<file path="src/hwpe_ctrl_settings.svh">
/*
 * Sizing and encoding macros for the HWPE control register file:
 * context and register counts, address field widths,
 * mandatory register offsets and test-and-set reply codes
 */

`ifndef HWPE_CTRL_SETTINGS_SVH
`define HWPE_CTRL_SETTINGS_SVH

// Geometry
`define HWPE_N_CONTEXT    2
`define HWPE_N_IO_REGS    4
`define HWPE_LOG_REGS     4   // 16 registers per context
`define HWPE_LOG_CONTEXT  1   // Context field above the register field
`define HWPE_N_MANDATORY  8

// Mandatory word offsets
`define HWPE_ADDR_FINISHED   2
`define HWPE_ADDR_STATUS     3
`define HWPE_ADDR_RUNNING    4
`define HWPE_ADDR_SOFTCLEAR  5

// Test-and-set replies, -2 and -1 as 32-bit words
`define HWPE_RESP_OTHER_PE  32'hFFFF_FFFE
`define HWPE_RESP_ALL_BUSY  32'hFFFF_FFFF

// Returned for mandatory offsets with no register behind them
`define HWPE_UNKNOWN_WORD   32'hDEAD_BEEF

`endif

</file>
<file path="src/hwpe_ctrl_pkg.sv">
/*
 * Types of the HWPE control register file: register word, job id,
 * context and address vectors, bus request and access-flag structs,
 * and the parameter bus seen by the engine
 */

`include "hwpe_ctrl_settings.svh"

package hwpe_ctrl_pkg;

  typedef logic [31:0] reg_word_t;
  typedef logic [7:0]  job_id_t;
  typedef logic [`HWPE_LOG_CONTEXT-1:0] context_t;
  typedef logic [`HWPE_LOG_REGS+`HWPE_LOG_CONTEXT-1:0] reg_addr_t; // {context, register}
  typedef logic [3:0]  byte_en_t;

  // One bus access as seen by the register file
  typedef struct packed {
    reg_addr_t addr;
    logic      wren;
    byte_en_t  be;
    reg_word_t wdata;
  } regfile_req_t;

  // Access flags decoded by the engine controller
  typedef struct packed {
    logic     is_read;
    logic     is_testset;
    logic     is_mandatory;
    logic     is_contexted;
    logic     is_trigger;
    logic     is_critical;
    logic     full_context;
    logic     true_done;
    context_t pointer_context;  // Context software is filling
    context_t running_context;  // Context the engine executes
  } regfile_flags_t;

  // Parameter words of the running context
  typedef reg_word_t [`HWPE_N_IO_REGS-1:0] hwpe_params_t;

endpackage

</file>
<file path="src/hwpe_ctrl_regfile.sv">
/*
 * HWPE control register file top: job tracker,
 * parameter store and read merge wired together
 */

`timescale 1ns/1ps

module hwpe_ctrl_regfile (
  input  logic                          clk_i,
  input  logic                          rst_ni,
  input  logic                          clear_i,
  input  hwpe_ctrl_pkg::regfile_req_t   req_i,
  input  hwpe_ctrl_pkg::regfile_flags_t flags_i,
  output hwpe_ctrl_pkg::reg_word_t      rdata_o,
  output hwpe_ctrl_pkg::hwpe_params_t   hwpe_params_o
);

  import hwpe_ctrl_pkg::*;

  reg_word_t  testset_rdata;
  job_id_t    running_id;
  reg_word_t  status_word;
  logic [1:0] finished_cnt;
  reg_word_t  param_rdata;

  hwpe_job_tracker i_job_tracker (
    .clk_i           ( clk_i         ),
    .rst_ni          ( rst_ni        ),
    .clear_i         ( clear_i       ),
    .req_i           ( req_i         ),
    .flags_i         ( flags_i       ),
    .testset_rdata_o ( testset_rdata ),
    .running_id_o    ( running_id    ),
    .status_word_o   ( status_word   ),
    .finished_cnt_o  ( finished_cnt  )
  );

  hwpe_param_store i_param_store (
    .clk_i         ( clk_i         ),
    .rst_ni        ( rst_ni        ),
    .clear_i       ( clear_i       ),
    .req_i         ( req_i         ),
    .flags_i       ( flags_i       ),
    .param_rdata_o ( param_rdata   ),
    .hwpe_params_o ( hwpe_params_o )
  );

  hwpe_read_merge i_read_merge (
    .clk_i           ( clk_i         ),
    .rst_ni          ( rst_ni        ),
    .clear_i         ( clear_i       ),
    .req_i           ( req_i         ),
    .flags_i         ( flags_i       ),
    .testset_rdata_i ( testset_rdata ),
    .running_id_i    ( running_id    ),
    .status_word_i   ( status_word   ),
    .finished_cnt_i  ( finished_cnt  ),
    .param_rdata_i   ( param_rdata   ),
    .rdata_o         ( rdata_o       )
  );

endmodule

</file>
<file path="src/hwpe_job_tracker.sv">
/*
 * Job bookkeeping: offload and running job id counters,
 * registered test-and-set reply, per-context status bytes
 * and the saturating finished-job counter
 */

`timescale 1ns/1ps
`include "hwpe_ctrl_settings.svh"

module hwpe_job_tracker (
  input  logic                          clk_i,
  input  logic                          rst_ni,
  input  logic                          clear_i,
  input  hwpe_ctrl_pkg::regfile_req_t   req_i,
  input  hwpe_ctrl_pkg::regfile_flags_t flags_i,
  output hwpe_ctrl_pkg::reg_word_t      testset_rdata_o,
  output hwpe_ctrl_pkg::job_id_t        running_id_o,
  output hwpe_ctrl_pkg::reg_word_t      status_word_o,
  output logic [1:0]                    finished_cnt_o
);

  import hwpe_ctrl_pkg::*;

  job_id_t   offload_id_q;
  logic      offload_incr_q;
  job_id_t   running_id_q;
  logic      running_incr_q;
  reg_word_t testset_rdata_q;
  logic [7:0] status_q [`HWPE_N_CONTEXT];
  logic [1:0] finished_q;
  logic       finished_access;

  // Test-and-set reply, the id advances on the cycle after a granted slot
  always_ff @(posedge clk_i or negedge rst_ni) begin
    if (!rst_ni) begin
      testset_rdata_q <= '0;
      offload_incr_q  <= 1'b0;
    end else if (clear_i) begin
      testset_rdata_q <= '0;
      offload_incr_q  <= 1'b0;
    end else begin
      offload_incr_q <= 1'b0;
      if (flags_i.is_testset) begin
        if (flags_i.is_critical) begin
          testset_rdata_q <= `HWPE_RESP_OTHER_PE;
        end else if (flags_i.full_context) begin
          testset_rdata_q <= `HWPE_RESP_ALL_BUSY;
        end else begin
          testset_rdata_q <= reg_word_t'(offload_id_q);
          offload_incr_q  <= 1'b1;
        end
      end
    end
  end

  // Job id counters, completion is seen one cycle late
  always_ff @(posedge clk_i or negedge rst_ni) begin
    if (!rst_ni) begin
      offload_id_q   <= '0;
      running_id_q   <= '0;
      running_incr_q <= 1'b0;
    end else if (clear_i) begin
      offload_id_q   <= '0;
      running_id_q   <= '0;
      running_incr_q <= 1'b0;
    end else begin
      running_incr_q <= flags_i.true_done;
      if (offload_incr_q) offload_id_q <= offload_id_q + 8'd1;
      if (running_incr_q) running_id_q <= running_id_q + 8'd1;
    end
  end

  // Status bytes, a trigger on the pointed context wins over a done
  always_ff @(posedge clk_i or negedge rst_ni) begin
    if (!rst_ni) begin
      for (int c = 0; c < `HWPE_N_CONTEXT; c++) status_q[c] <= 8'h00;
    end else if (clear_i) begin
      for (int c = 0; c < `HWPE_N_CONTEXT; c++) status_q[c] <= 8'h00;
    end else begin
      for (int c = 0; c < `HWPE_N_CONTEXT; c++) begin
        if (flags_i.is_trigger && flags_i.pointer_context == context_t'(c)) begin
          status_q[c] <= 8'h01;
        end else if (flags_i.true_done && flags_i.running_context == context_t'(c)) begin
          status_q[c] <= 8'h00;
        end
      end
    end
  end

  always_comb begin
    status_word_o = '0; // Unused context bytes stay zero
    for (int c = 0; c < `HWPE_N_CONTEXT; c++) status_word_o[8*c +: 8] = status_q[c];
  end

  // Finished counter, read-to-clear from software
  assign finished_access = flags_i.is_mandatory &&
                           (req_i.addr[`HWPE_LOG_REGS-1:0] == `HWPE_ADDR_FINISHED);

  always_ff @(posedge clk_i or negedge rst_ni) begin
    if (!rst_ni) begin
      finished_q <= 2'd0;
    end else if (clear_i || finished_access) begin
      finished_q <= 2'd0;
    end else if (flags_i.true_done && finished_q < 2'd2) begin
      finished_q <= finished_q + 2'd1;
    end
  end

  assign testset_rdata_o = testset_rdata_q;
  assign running_id_o    = running_id_q;
  assign finished_cnt_o  = finished_q;

  for (genvar c = 0; c < `HWPE_N_CONTEXT; c++) begin : gen_status_chk
    assert property (@(posedge clk_i) disable iff (!rst_ni) status_q[c] <= 8'h01)
      else $error("Status byte %0d holds %0h", c, status_q[c]);
  end

  assert property (@(posedge clk_i) disable iff (!rst_ni) finished_q <= 2'd2)
    else $error("Finished count %0d above saturation", finished_q);

endmodule

</file>
<file path="src/hwpe_param_store.sv">
/*
 * Per-context I/O parameter registers with byte-enabled writes,
 * address to context/slot mapping, registered read port
 * and the running context's words for the engine
 */

`timescale 1ns/1ps
`include "hwpe_ctrl_settings.svh"

module hwpe_param_store (
  input  logic                          clk_i,
  input  logic                          rst_ni,
  input  logic                          clear_i,
  input  hwpe_ctrl_pkg::regfile_req_t   req_i,
  input  hwpe_ctrl_pkg::regfile_flags_t flags_i,
  output hwpe_ctrl_pkg::reg_word_t      param_rdata_o,
  output hwpe_ctrl_pkg::hwpe_params_t   hwpe_params_o
);

  import hwpe_ctrl_pkg::*;

  hwpe_params_t params_q [`HWPE_N_CONTEXT];
  reg_word_t    rdata_q;
  context_t     ctx;
  logic [`HWPE_LOG_REGS-1:0] slot;
  logic         slot_ok;
  logic         wr_en;

  // Parameter slots sit right above the mandatory block
  assign slot    = req_i.addr[`HWPE_LOG_REGS-1:0] - `HWPE_LOG_REGS'(`HWPE_N_MANDATORY);
  assign slot_ok = slot < `HWPE_LOG_REGS'(`HWPE_N_IO_REGS);
  assign ctx     = flags_i.is_contexted ? req_i.addr[`HWPE_LOG_REGS +: `HWPE_LOG_CONTEXT] : '0;
  assign wr_en   = req_i.wren && !flags_i.is_mandatory && slot_ok;

  always_ff @(posedge clk_i or negedge rst_ni) begin
    if (!rst_ni) begin
      for (int c = 0; c < `HWPE_N_CONTEXT; c++) params_q[c] <= '0;
    end else if (clear_i) begin
      for (int c = 0; c < `HWPE_N_CONTEXT; c++) params_q[c] <= '0;
    end else if (wr_en) begin
      for (int b = 0; b < 4; b++) begin
        if (req_i.be[b]) params_q[ctx][slot][8*b +: 8] <= req_i.wdata[8*b +: 8];
      end
    end
  end

  // Read word is held until the next parameter read
  always_ff @(posedge clk_i or negedge rst_ni) begin
    if (!rst_ni) begin
      rdata_q <= '0;
    end else if (clear_i) begin
      rdata_q <= '0;
    end else if (flags_i.is_read && !flags_i.is_mandatory) begin
      rdata_q <= slot_ok ? params_q[ctx][slot] : '0;
    end
  end

  assign param_rdata_o = rdata_q;
  assign hwpe_params_o = params_q[flags_i.running_context]; // Follows context switches at once

  assert property (@(posedge clk_i) disable iff (!rst_ni)
    (req_i.wren && !flags_i.is_mandatory) |-> slot_ok)
    else $error("Parameter write to slot %0d out of range", slot);

endmodule

</file>
<file path="src/hwpe_read_merge.sv">
/*
 * Mandatory register read path and final read-data mux
 * between test-and-set reply, mandatory word and parameter word
 */

`timescale 1ns/1ps
`include "hwpe_ctrl_settings.svh"

module hwpe_read_merge (
  input  logic                          clk_i,
  input  logic                          rst_ni,
  input  logic                          clear_i,
  input  hwpe_ctrl_pkg::regfile_req_t   req_i,
  input  hwpe_ctrl_pkg::regfile_flags_t flags_i,
  input  hwpe_ctrl_pkg::reg_word_t      testset_rdata_i,
  input  hwpe_ctrl_pkg::job_id_t        running_id_i,
  input  hwpe_ctrl_pkg::reg_word_t      status_word_i,
  input  logic [1:0]                    finished_cnt_i,
  input  hwpe_ctrl_pkg::reg_word_t      param_rdata_i,
  output hwpe_ctrl_pkg::reg_word_t      rdata_o
);

  import hwpe_ctrl_pkg::*;

  logic      access;
  logic      was_testset_q;
  logic      was_mandatory_q;
  reg_word_t mand_word_d;
  reg_word_t mand_word_q;

  assign access = flags_i.is_read || flags_i.is_testset;

  always_comb begin
    case (req_i.addr[`HWPE_LOG_REGS-1:0])
      `HWPE_ADDR_FINISHED:  mand_word_d = reg_word_t'(finished_cnt_i);
      `HWPE_ADDR_STATUS:    mand_word_d = status_word_i;
      `HWPE_ADDR_RUNNING:   mand_word_d = reg_word_t'(running_id_i);
      `HWPE_ADDR_SOFTCLEAR: mand_word_d = '0;
      default:              mand_word_d = `HWPE_UNKNOWN_WORD;
    endcase
  end

  // Source selection is captured along with the word
  always_ff @(posedge clk_i or negedge rst_ni) begin
    if (!rst_ni) begin
      mand_word_q     <= '0;
      was_testset_q   <= 1'b0;
      was_mandatory_q <= 1'b0;
    end else if (clear_i) begin
      mand_word_q     <= '0;
      was_testset_q   <= 1'b0;
      was_mandatory_q <= 1'b0;
    end else if (access) begin
      mand_word_q     <= mand_word_d;
      was_testset_q   <= flags_i.is_testset;
      was_mandatory_q <= flags_i.is_mandatory;
    end
  end

  // Test-and-set takes precedence over everything else
  assign rdata_o = was_testset_q   ? testset_rdata_i :
                   was_mandatory_q ? mand_word_q     : param_rdata_i;

  assert property (@(posedge clk_i) disable iff (!rst_ni)
    !(flags_i.is_testset && flags_i.is_trigger))
    else $error("Test-and-set and trigger in the same cycle");

endmodule

</file>
<file path="config.mk">
export PLATFORM = sky130hd
export DESIGN_NAME = hwpe_ctrl_regfile
export DESIGN_NICKNAME = d
export VERILOG_FILES = /design/src/hwpe_ctrl_pkg.sv /design/src/hwpe_ctrl_regfile.sv /design/src/hwpe_job_tracker.sv /design/src/hwpe_param_store.sv /design/src/hwpe_read_merge.sv
export VERILOG_INCLUDE_DIRS = /design/src
export SDC_FILE = /design/constraint.sdc
export NUM_CORES = 1
export LEC_CHECK = 0
export ABC_AREA = 1
export ABC_CLOCK_PERIOD_IN_PS = 2900
export BUFFER_PORTS_ARGS = -buffer_cell sky130_fd_sc_hd__buf_2
export CAP_MARGIN = 20
export CELL_PAD_IN_SITES_DETAIL_PLACEMENT = 0
export CELL_PAD_IN_SITES_GLOBAL_PLACEMENT = 2
export CORE_MARGIN = 5
export CORE_UTILIZATION = 35
export DETAILED_ROUTE_END_ITERATION = 8
export GPL_TIMING_DRIVEN = 1
export HOLD_SLACK_MARGIN = 0.06
export MAX_ROUTING_LAYER = met4
export PLACE_DENSITY_LB_ADDON = 0.1
export SYNTH_ARGS = -nofsm -noshare
export SYNTH_HDL_FRONTEND = slang
export SYNTH_SLANG_ARGS = --single-unit
</file>
<file path="constraint.sdc">
create_clock -name clk_i -period 2.9 [get_ports clk_i]
set_clock_uncertainty 0.15 [all_clocks]
set_input_delay 0.58 -clock clk_i [delete_from_list [all_inputs] [get_ports clk_i]]
set_output_delay 0.58 -clock clk_i [all_outputs]
set_load 0.1 [all_outputs]
</file>
==> results.yml, run 1 <==
finish:
  drive_gt1_share_pct: 14.1
  final_nets: 2800
  final-instance-count-excl-fill: 3439
  final_area_mm2: 0.0233
  utilization_pct: 47.5
  area_growth_pct: 33.6
yosys:
  synth.avg_cell_area_um2: 6.82
  synth_area_leaders: "dfrtp_1, nand2_1, nand3_1"
  synth_top_area_cell: "dfrtp_1"
  yosysMostFrequentCell: "nand2_1"
  synth_top_area_share_pct: 47.4
  synth-async-reset-ratio_pct: 100
  ys_types: 27
  synth_flop_cell: "dfrtp_1"
  synth_warnings: 0
  syn_nets: 2617
  synth_cells: 2560
  yosys_register_bits: 331
  syn-cell-area_mm2: 0.0175
  synth_edf_count: 0
  synth_common_cells: "nand2_1, dfrtp_1, nand3_1, buf_2, clkbuf_1"
  seq_area_frac_synth_pct: 47.4
power:
  seq_power_share_pct: 41.0
  p_leak_nw: 11.8
  intPower_mw: 8.32
  pwr-share-comb_pct: 11.7
  power_mw: 11.4
  peakVddDrop_uv: 365
  netSwitchingPower_mw: 3.11
  power_density_mw_per_mm2: 490
  p_clk_share_pct: 47.3
  sw_frac_of_total_pct: 27.2
routing:
  via_count: 17700
  drtAntennaViolNets: 0
  drtIter0Drc: 1621
  wl_mm: 71.0
  wire_per_inst_um: 20.7
  via_per_inst: 5.15
  drc_errors: 0
  firstDrtPassIters: 6
die:
  core_area_mm2: 0.0492
  dieHeight_um: 233
  fp-row-count: 81
  die_w_um: 233
  ios: 215
  dieArea_mm2: 0.0545
  start_util_pct: 35.5
critical_path:
  cp_max_fo: 33
  r2r-start: "i_param_store.params_q[50]"
  r2r_cells: 6
  cp.arrival_ns: 2.03
  r2r-end: "i_param_store.param_rdata_o[18]"
  r2r_slack_ns: 1.50
  cp-end-kind: "primary output"
  crit_required_ns: 2.17
  start_kind: "flip-flop"
  worst-setup-path-type: "reg -> out"
clock_tree:
  numCtsBuffers: 42
  htree_levels: 2
  cts_buffer_depth: 3
  insertion_delay_ns: 0.57
  cts-root-buf: "clkbuf_16"
  cts.sinks: 331
  clkSlewWorstSetupHoldPaths_ns: 0.05
  cts_tree: "yes"
  cts_setup_buffers: 0
global_route:
  grt_max_degree: 85
  grt_usage_pct: 26.6
  grt_pass1_vias: 17100
  overflow: 0
  antenna_found_initial: 1
  grt_pass1_wl_mm: 107
hold_path:
  min_to: "i_job_tracker.status_word_o[8]"
  min_path_cells: 3
  hold_path_class: "in -> reg"
  min-delay-start: "flags_i[1]"
timing:
  fin_crit_sh_pct: 95.2
  slew_headroom_pct: 52.9
  tns_ns: 0
  max_clock_freq_mhz: 362
  min_period_ns: 2.76
  tightest_slew_ns: 0.706
  hold_viol_final: 0
  slew_viol_final: 0
  rsz0062_at_grt: "false"
  finalSetupViolations: 0
place:
  dpl_cell_area_mm2: 0.0219
  port-buffer-count: 214
  gp_congestion: 0.868
  hpwl_mm: 49.1
  place_inst: 3361
flow_run:
  cap_viol_max_count: 0
outcome:
  status: "finished, final reports clean"
-- registers in the layout, indices dropped and copies added (netlist names) --
| signal | flops |
|---|---|
| i_job_tracker.testset_rdata_o | 9 |
| i_job_tracker.running_id_o | 8 |
| i_job_tracker.status_word_o | 2 |
| i_job_tracker.offload_id_q | 8 |
| i_job_tracker.running_incr_q | 1 |
| i_read_merge.mand_word_q | 10 |
| i_job_tracker.offload_incr_q | 1 |
| i_param_store.params_q | 256 |
| i_read_merge.was_mandatory_q | 1 |
| i_read_merge.was_testset_q | 1 |
| i_param_store.param_rdata_o | 32 |
| i_job_tracker.finished_cnt_o | 2 |
-- timing repair --
action,in CTS,in global routing
gates resized for setup,1,2
pin swaps,0,0
hold buffers,2,0
hold endpoints to repair,59,0
setup endpoints to repair,17,6
-- logic make-up after synthesis --
family | count (synthesis) | share of synthesized area [%]
buf+inv | 192 | 4.67
flops | 331 | 47.4
fa+ha+maj | 2 | 0.143
compound gates | 84 | 2.80
simple gates | 1950 | 44.9
xor+xnor | 1 | 0.0501
-- routing by layer --
layer  global-route usage (%)  share of wire (%)  up-vias
li1                         -                  -     8414
met1                     38.0                 46     8536
met2                     39.8                 45      668
met3                     3.93                7.0      103
met4                     7.54                2.6        0
met5                        -                  0        -
-- metrics by stage --
step                setup WS (ns)  hold slack [ns]
floorplan                 -0.0450            0.134
global placement            0.367            0.304
detailed placement          0.351            0.309
CTS                        0.0325            0.110
global route              0.00288            0.138
finish                      0.140            0.138
-- cell usage in the layout, fill, tap and decap left out, types with 6 or more instances in the layout --
cell       netlist  final
nor2_1          49     48
a21oi_1         14     13
nor2_2          32     33
buf_2           67     52
buf_12           0    179
nand2_1       1532   1532
clkbuf_8         0     13
o21ai_0         34     14
o211ai_1        24     24
nand4_1          7      7
dfrtp_1        331    331
nor3_1           6      6
o21ai_1          8     27
clkbuf_16        0     45
nand3_1        317    316
inv_2           14     14
clkbuf_1        51     11
buf_4            3     37
inv_1           45     44
-- area by class of cell --
| class | count | area [um2] |
|---|---|---|
| Antenna cell | 1 | 2.50 |
| Clock inverter | 6 | 80.1 |
| Fill cell | 4921 | 25800 |
| Multi-Input combinational cell | 2037 | 8400 |
| Sequential cell | 331 | 8280 |
| Inverter | 59 | 224 |
| Timing Repair Buffer | 272 | 4170 |
| Clock buffer | 69 | 1350 |
| Tap cell | 664 | 831 |
-- power by group through the flow --
stage	logic (mW)	registers (mW)	clock network, mW
2_1_floorplan	0.701	4.76	0
3_3_place_gp	1.33	4.77	0
3_5_place_dp	1.33	4.77	0
4_1_cts	1.34	4.69	5.51
5_1_grt	1.41	4.70	5.69
6_report	1.33	4.69	5.41
-- worst max-delay path by stage --
stage                            startpoint                end  slack (ns)  cells past startpoint
2_1_floorplan                    flags_i[0]  hwpe_params_o[92]       -0.04                      5
3_3_place_gp                     flags_i[0]   hwpe_params_o[1]        0.37                      6
3_5_place_dp                     flags_i[0]   hwpe_params_o[1]        0.35                      6
4_1_cts          i_read_merge.was_testset_q         rdata_o[4]        0.03                      5
5_1_grt        i_read_merge.was_mandatory_q         rdata_o[4]       0.003                      5
6_report       i_read_merge.was_mandatory_q         rdata_o[4]        0.14                      5
-- worst max-delay path: stages, from the launching register on --
cell and delay (ns):
dfrtp_1 0.47, inv_1 0.08, buf_4 0.33, nand3_1 0.15, o211ai_1 0.20, buf_12 0.22
Note: power is estimated with default switching activity, not from simulation.
==> run 2: changes to the inputs <==
Settings changed: CORE_UTILIZATION 35 to 36, CTS_BUF_LIST set to sky130_fd_sc_hd__clkbuf_8.
==> run 2 against run 1 <==
Effect of this change: worst hold slack worse by 0.035 ns; maximum frequency is essentially flat; first-iteration DRC count up 4.4%; cell area fell by 0.27%; critical path type unchanged; largest power group unchanged.
==> results.yml, run 2 (synthesis gave the netlist of run 1 again) <==
outcome:
  status: "finished, final reports clean"
routing:
  wl_mm: 70.9
  drtAntennaViolNets: 0
  drc_errors: 0
  via_count: 17800
  drtIter0Drc: 1692
  wire_per_inst_um: 20.6
  via_per_inst: 5.17
  firstDrtPassIters: 5
die:
  core_area_mm2: 0.0478
  start_util_pct: 36.5
  die_w_um: 230
  dieArea_mm2: 0.0530
  ios: 215
  fp-row-count: 80
  dieHeight_um: 230
timing:
  rsz0062_at_grt: "false"
  max_clock_freq_mhz: 363
  finalSetupViolations: 0
  fin_crit_sh_pct: 95.1
  min_period_ns: 2.76
  holdWs_ns: 0.103
  setup_slack_ns: 0.142
  hold_viol_final: 0
  tightest_slew_ns: 0.671
  slew_headroom_pct: 55.1
  slew_viol_final: 0
hold_path:
  hold_path_class: "in -> reg"
place:
  dpl_cell_area_mm2: 0.0218
  place_ws_ns: 0.354
  port-buffer-count: 214
  hpwl_mm: 47.5
  gp_congestion: 0.846
finish:
  final_common_cell: "nand2_1"
  final-seq-area_mm2: 0.00828
  area_growth_pct: 33.2
  drive_gt1_share_pct: 14.8
  final_area_mm2: 0.0233
  largest_register_ffs: 256
  final_nets: 2829
  regMostFlops: "i_param_store.params_q"
  fillers: 4839
  utilization_pct: 48.6
  final_cell_mix: "nand2_1, dfrtp_1, nand3_1"
  multi_input_area_mm2: 0.00840
clock_tree:
  numCtsBuffers: 66
  insertion_delay_ns: 0.64
  cts_tree: "yes"
  htree_levels: 3
  cts.sinks: 331
  cts_buffer_depth: 3
  cts-root-buf: "clkbuf_8"
  clkSlewWorstSetupHoldPaths_ns: 0.06
global_route:
  grt_pass1_wl_mm: 108
  antenna_found_initial: 1
  grt_pass1_vias: 17000
  overflow: 0
  grt_usage_pct: 27.0
  grt_max_degree: 85
power:
  power_density_mw_per_mm2: 467
  peakVddDrop_uv: 233
  p_leak_nw: 11.9
critical_path:
  crit_slowest_cell: "dfrtp_1"
  crit_path_end: "rdata_o[8]"
  r2r_cells: 6
  crit_start: "i_read_merge.was_mandatory_q"
  r2r-end: "i_param_store.param_rdata_o[25]"
  start_kind: "flip-flop"
  max_stage_delay_ns: 0.46
  crit_required_ns: 2.17
  cp.arrival_ns: 2.03
  r2r-start: "i_param_store.params_q[121]"
  r2r_slack_ns: 1.50
  worst-setup-path-type: "reg -> out"
  cp_max_fo: 33
  crit_chain: "inv_1, buf_8, nand3_1, o211ai_1, buf_12"
  cp-end-kind: "primary output"
flow_run:
  cap_viol_max_count: 0
[run 2: worst max-delay path: cells and delay by family (launching register included)]
| family | cells | cell delay [ns] |
|---|---|---|
| simple gates | 1 | 0.15 |
| compound gates | 1 | 0.19 |
| buf+inv | 3 | 0.59 |
| flops | 1 | 0.46 |
[run 2: worst min path at each step]
| stage | cells past startpoint | from | slack [ns] | endpoint |
|---|---|---|---|---|
| floorplan | 0 | rst_ni | 0.13 | i_job_tracker.finished_cnt_o[0] |
| global placement | 2 | i_param_store.params_q[77] | 0.30 | i_param_store.params_q[77] |
| detailed placement | 2 | i_param_store.params_q[77] | 0.31 | i_param_store.params_q[77] |
| CTS | 3 | flags_i[4] | 0.06 | i_job_tracker.testset_rdata_o[0] |
| global route | 3 | flags_i[4] | 0.08 | i_job_tracker.testset_rdata_o[0] |
| finish | 3 | flags_i[4] | 0.10 | i_job_tracker.testset_rdata_o[0] |
[run 2: power by group]
part | switching, mW | internal, mW | leakage (nW)
registers | 0.0325 | 4.66 | 4.59
logic | 1.01 | 0.347 | 6.52
clock network | 2.12 | 2.68 | 0.774
total | 3.17 | 7.69 | 11.9
[run 2: timing repair]
item / 4_1_cts / 5_1_grt
setup endpoints to repair: 26 / 17
resized for setup: 3 / 6
hold endpoints to repair: 61 / 0
hold buffers: 7 / 0
buffers inserted: 0 / 0
[run 2: per-layer routing]
metal	up-vias	global-route usage [%]	part of all wire, %
li1	8471	-	-
met1	8589	38.6	46
met2	610	40.4	45
met3	109	4.79	6.6
met4	0	6.31	2.1
met5	-	-	0
[run 2: stage by stage]
step	setup TNS, ns	cells	power (mW)
floorplan	-0.724	2560	5.46
global placement	0	3312	6.12
detailed placement	0	3312	6.12
CTS	0	3434	11.0
global route	0	3435	11.2
finish	0	3437	10.9
[run 2: area by class of cell]
class / instances / share of cell area [%]
multi-input cells: 2037 / 36.1
clock inverters: 27 / 0.446
well taps: 615 / 3.31
flip-flops and latches: 331 / 35.6
inverters: 59 / 0.962
clock buffers: 88 / 5.20
diodes: 3 / 0.0323
repair buffers: 277 / 18.4
